### config.mk
export PLATFORM = sky130hd
export DESIGN_NAME = lsu_request
export DESIGN_NICKNAME = d
export VERILOG_FILES = /design/src/verilog/mem_pkg.sv /design/src/verilog/lsu_request.sv
export SDC_FILE = /design/constraint.sdc
export NUM_CORES = 1
export LEC_CHECK = 0
export ABC_AREA = 1
export BUFFER_PORTS_ARGS = -buffer_cell sky130_fd_sc_hd__buf_2
export CAP_MARGIN = 40
export CORE_MARGIN = 8
export CORE_UTILIZATION = 34
export DETAILED_ROUTE_END_ITERATION = 16
export MAX_ROUTING_LAYER = met4
export PLACE_DENSITY = 0.82
export SLEW_MARGIN = 10
export SYNTH_ARGS = -nofsm -noshare
export SYNTH_HDL_FRONTEND = slang
export SYNTH_SLANG_ARGS = --single-unit
### constraint.sdc
create_clock -name clock -period 1.65 [get_ports clock]
set_clock_uncertainty 0.1 [all_clocks]
set_input_delay 0.0825 -clock clock [delete_from_list [all_inputs] [get_ports clock]]
set_output_delay 0.0825 -clock clock [all_outputs]
set_load 0.02 [all_outputs]
### src/verilog/mem_pkg.sv
// data memory path shared types
// pipeline request, cache request, bus commands and the word union used
// for byte and halfword lane selection
package mem_pkg;

    // access sizes
    localparam logic [1:0] size_byte = 2'd0;
    localparam logic [1:0] size_half = 2'd1;
    localparam logic [1:0] size_word = 2'd2;

    // load/store request from the pipeline
    typedef struct packed {
        logic        valid;
        logic        is_store;
        logic        is_cacop;
        logic [1:0]  size;
        logic        sign_ext;
        logic [31:0] addr;
        logic [31:0] wdata;      // right-aligned store value
    } mem_req_t;

    typedef struct packed {
        logic        valid;
        logic [31:0] data;
    } load_resp_t;

    // request into the cache controller
    typedef struct packed {
        logic        valid;
        logic        op;         // 0 read, 1 write
        logic        cacop_en;
        logic [31:0] addr;
        logic [3:0]  awstrb;
        logic [31:0] wdata;      // already in its byte lanes
        logic [31:0] cacop_addr;
    } cache_req_t;

    typedef struct packed {
        logic        rd_req;
        logic [31:0] rd_addr;
    } bus_rd_t;

    typedef struct packed {
        logic        wr_req;
        logic [31:0] wr_addr;
        logic [3:0]  wr_wstrb;
        logic [31:0] wr_data;
    } bus_wr_t;

    typedef struct packed {
        logic        ret_valid;
        logic        ret_last;
        logic [31:0] ret_data;
    } bus_ret_t;

    // one word seen as bytes or as halfwords
    typedef union packed {
        logic [3:0][7:0]  bytes;
        logic [1:0][15:0] halves;
    } mem_word_u;

endpackage

### src/verilog/lsu_request.sv
// load/store front end
// builds byte strobes and lane data for stores, and extracts and extends
// the addressed byte or halfword of a returned load word
`timescale 1ns/100ps

module lsu_request (
    input  logic                   clock,
    input  logic                   reset,
    input  mem_pkg::mem_req_t      req,
    output logic                   req_ready,
    output mem_pkg::cache_req_t    cache_req,
    input  logic                   cache_ready,
    input  logic                   rvalid,
    input  logic [31:0]            rdata,
    output mem_pkg::load_resp_t    load_resp,
    output logic                   store_done
);

    logic             accept;
    logic             store_accept;
    logic             load_accept;
    logic             store_stage;
    logic [3:0]       strobe;
    logic [31:0]      lane_data;
    logic [1:0]       ld_size;
    logic             ld_sign;
    logic [1:0]       ld_offset;
    mem_pkg::mem_word_u ret_word;
    logic [7:0]       ret_byte;
    logic [15:0]      ret_half;

    assign req_ready    = cache_ready;
    assign accept       = req.valid && cache_ready;
    assign store_accept = accept && req.is_store && !req.is_cacop;
    assign load_accept  = accept && !req.is_store && !req.is_cacop;

    // strobe picks the live lanes of the replicated data
    always_comb begin
        case (req.size)
            mem_pkg::size_byte: begin
                strobe    = 4'b0001 << req.addr[1:0];
                lane_data = {4{req.wdata[7:0]}};
            end
            mem_pkg::size_half: begin
                strobe    = 4'b0011 << {req.addr[1], 1'b0};
                lane_data = {2{req.wdata[15:0]}};
            end
            mem_pkg::size_word: begin
                strobe    = 4'b1111;
                lane_data = req.wdata;
            end
            default: begin
                strobe    = 4'b0000;
                lane_data = req.wdata;
            end
        endcase
    end

    assign cache_req.valid      = req.valid;
    assign cache_req.op         = req.is_store;
    assign cache_req.cacop_en   = req.is_cacop;
    assign cache_req.addr       = req.addr;
    assign cache_req.awstrb     = strobe;
    assign cache_req.wdata      = lane_data;
    assign cache_req.cacop_addr = req.addr;

    // load format kept until the return beat
    always_ff @(posedge clock) begin
        if (load_accept) begin
            ld_size   <= req.size;
            ld_sign   <= req.sign_ext;
            ld_offset <= req.addr[1:0];
        end
    end

    // store completes two cycles after acceptance once the bus write is done
    always_ff @(posedge clock) begin
        if (reset) begin
            store_stage <= 1'b0;
            store_done  <= 1'b0;
        end else begin
            store_stage <= store_accept;
            store_done  <= store_stage;
        end
    end

    assign ret_word = rdata;
    assign ret_byte = ret_word.bytes[ld_offset];
    assign ret_half = ret_word.halves[ld_offset[1]];

    always_comb begin
        case (ld_size)
            mem_pkg::size_byte: load_resp.data = {{24{ld_sign && ret_byte[7]}}, ret_byte};
            mem_pkg::size_half: load_resp.data = {{16{ld_sign && ret_half[15]}}, ret_half};
            default:            load_resp.data = ret_word;
        endcase
    end

    assign load_resp.valid = rvalid;

    // natural alignment of every accepted load or store
    property p_aligned;
        @(posedge clock) disable iff (reset)
        (req.valid && req_ready && !req.is_cacop) |->
            (req.size != 2'd3) &&
            (req.size != mem_pkg::size_half || req.addr[0] == 1'b0) &&
            (req.size != mem_pkg::size_word || req.addr[1:0] == 2'b00);
    endproperty
    assert property (p_aligned);

endmodule

Word level (Yosys, flattened, before mapping). Index checks and enable logic that the tools add are counted.

Register bits: 7. Bits of input ports: 106. Output and inout port bits: 138.

Magnitude comparators: 2. Equal/unequal tests: 3. Shift operators: 2. Multiplexer cells: 7. Reduce and logical (&&, ||, !) cells: 11.

Operator list (count): $pmux W32 S2 (2); $mux W16 (2); $bmux W8 S2 (1); $pmux W4 S3 (1); $mux W8 (1); $logic_and A1 B1 Y1 (7); $eq A2 B1 Y1 const B (2); $logic_not A2 Y1 (2); $shl A1 B2 Y4 const A (1); $shl A2 B2 Y4 const A (1); $lt A2 B3 Y1 const B (1); $eq A2 B2 Y1 const B (1); $logic_not A1 Y1 (2); $lt A1 B2 Y1 const B (1).

Depth between registers and ports, before layout.
Depth after elaboration: 4. Gate-level depth with buffers: 9. Gate-level depth less buffers: 7.

Least setup slack after synthesis. OpenSTA, ideal clock, no wires.

Kind: flip-flop to output port. Start point: register ld_offset[1]. End point: output port load_resp[4] (netlist name). Arrival time: 1222 ps. Required time: 1467 ps. Slack: 245 ps. Cell stages (with the launch flop): 7. Path buffers: 2. Cells stage by stage: edfxtp_1 > buf_6 > inv_8 > buf_8 > nand2_2 > and2_4 > o211ai_1.

RTL lines: start: declaration (line lsu_request.sv:27) `logic [1:0] ld_offset;`; start signal: assignment (line lsu_request.sv:72) `ld_offset <= req.addr[1:0];`; end: declaration (line lsu_request.sv:15) `output mem_pkg::load_resp_t load_resp,`.

==> impl_metrics.toml <==
[synth]
post-synth-top-count-cell = "nand2_1"
synth_cells = 331
syn_avg_cell_area_sq_um = 6.27
ys_warn_count = 0
yosysTopAreaCell = "buf_4"
yosysUniqueCellTypes = 29
async_reset_ff_share_pct = 0
synth.area.top_cells = "buf_4 28%, nand2_1 23%, nand3_2 10%"
synth_ff_type = "edfxtp_1"
synth.ff_latch_count = 7
ys_seq_area_share_pct = 9.17
synth_common_cells = "128 x nand2_1, 77 x buf_4, 21 x nand3_2, 12 x nand3_1, 12 x o21ai_0"
synth_edf_count = 5
synth_area_sq_um = 2070
syn_nets = 437
synth_top_area_share_pct = 27.9

[sta]
fin_crit_sh_pct = 110
slew_violations = 0
setup_tns_ns = -3.26
fmax_mhz = 549
maxSlewHeadroom_pct = 83.0
timing.hold.ws_ns = 0.0140
period_needed_ns = 1.82
finalWorstSetupSlack_ns = -0.171
tightest_slew_ns = 0.253
finalHoldViolCount = 0
setup_viol_count_final = 31
rsz0062_at_grt = "true"

[setup_path]
path_max_fanout = 8
endpoint_kind = "primary output"
critPathKind = "reg -> out"
cp-start-kind = "register"
ff2ff_path_depth = 2
arrival_ns = 1.64
worstPathRequired_ns = 1.47

[cells_and_area]
layout-drive-gt1-share_pct = 57.9
syn_to_final_growth_pct = 41.9
antennaDiodeCount = 0
fin_util_pct = 49.7
nets = 530
final_area_sq_um = 2940

[drt]
wl_per_cell_um = 16.7
ant_nets = 0
via_per_inst = 5.18
drt_iter0_markers = 93
drc = 0
first_pass_iters = 4
vias = 2582
wl_um = 8320

[worst_hold_path]
hp-class = "in -> reg"
hold_depth = 1

[die]
floorplan.rows = 28
ios = 244
fp.dieW_um = 94.1
die-height_um = 94.1
coreArea_sq_um = 5920
start_util_pct = 35.0
dieArea_sq_um = 8860

[outcome]
status = "finished, violations left"
violations = "negative setup slack"

[clock_tree]
cts_tree = "done"
ctsHtreeMaxLevel = 1
clk_latency_ns = 0.22
cts-root-buf = "clkbuf_8"
clk_pin_slew_ns = 0.04
cts.sinks = 7
clock_path_buffers = 2
cts_inserted_buffers = 3

[global_route]
grt_start_max_net_pins = 33
grt_pass1_vias = 2741
antenna_found_initial = 0
grt_overflow = 0
grt_pass1_wl_um = 12500
grt.total_usage_pct = 18.0

[power]
ir_drop_v = 0.000242
p_leak_nw = 1.70
powerDensity_nw_per_um2 = 420

[placement]
io_buffers = 151
gp_congestion = 0.931
dpl-instance-area_sq_um = 2300
dp_hpwl_um = 6070

[flow_run]
cap_violations = 0
critical path, stage by stage (launching register included):
cell and delay, ns:
edfxtp_1 0.43, buf_12 0.17, inv_12 0.07, buf_8 0.12, buf_6 0.11, nand2_1 0.07
nand2_1 0.07, nand2_1 0.06, o211ai_1 0.13, buf_4 0.20
layer usage:
metal	global-route usage, %	up-vias	share of wire [%]	wire, um
met5	-	-	0	0
met4	8.59	0	3.1	261
met3	4.96	30	13	1080
met2	30.5	250	47	3940
met1	18.9	1139	37	3040
li1	-	1163	-	-
metrics by stage:
step	setup slack, ns	power, W	std cells
floorplan	0.245	0.000822	331
global placement	-0.00238	0.000852	473
detailed placement	-0.0484	0.000858	473
CTS	-0.111	0.00121	495
global route	-0.240	0.00131	498
finish	-0.171	0.00124	498
final timing paths:
check                                   from           end  slack, ns
worst min-delay path                 req[33]  ld_offset[1]       0.01
worst max register to register   store_stage    store_done       1.07
worst max-delay path            ld_offset[1]  load_resp[5]      -0.17
worst min register to register   store_stage    store_done       0.32
where the power goes:
group          switching [W]  leakage (nW)  internal [W]  total (W)
registers         0.00000404        0.0616      0.000194   0.000198
clock network      0.0000641        0.0228      0.000166   0.000230
logic               0.000467          1.62      0.000340   0.000807
cells in the final DEF (no fill, tap or decap), drive strengths merged:
master / n
dfxtp: 2
edfxtp: 5
dlygate4sd3: 3
a22oi: 1
o21ai: 12
inv: 12
nor2: 7
clkbuf: 4
nor3: 2
and2: 7
nand3: 33
nand2: 141
buf: 174
o211ai: 10
or2: 9
a21oi: 1
state kept, by name, summed over array words and instances (netlist names):
register     flops
store_stage      1
store_done       1
ld_sign          1
ld_offset        2
ld_size          2
kinds of logic (layout without fill, tap and decap cells):
logic type / Yosys count / in the layout / synth area share, %
compound gates: 24 / 24 / 7.12
simple gates: 196 / 199 / 46.9
flops: 7 / 7 / 9.17
buf+inv: 104 / 193 / 36.9
timing repair:
item | 4_1_cts | 5_1_grt
pin swaps | 16 | 13
gates resized for setup | 85 | 25
endpoints found under the setup margin | 31 | 32
buffers inserted | 11 | 3
hold buffers | 3 | 0
gates cloned | 4 | 0
endpoints found under the hold margin | 3 | 0
final cells by class:
type	instances	area, sq um
tap	75	93.8
clock buffer	4	45.0
inverter	12	57.6
timing repair buffer	177	1210
sequential	7	190
multi-input combinational	223	1350
fill	530	2980
No activity file was read; power rests on OpenSTA's default activity.
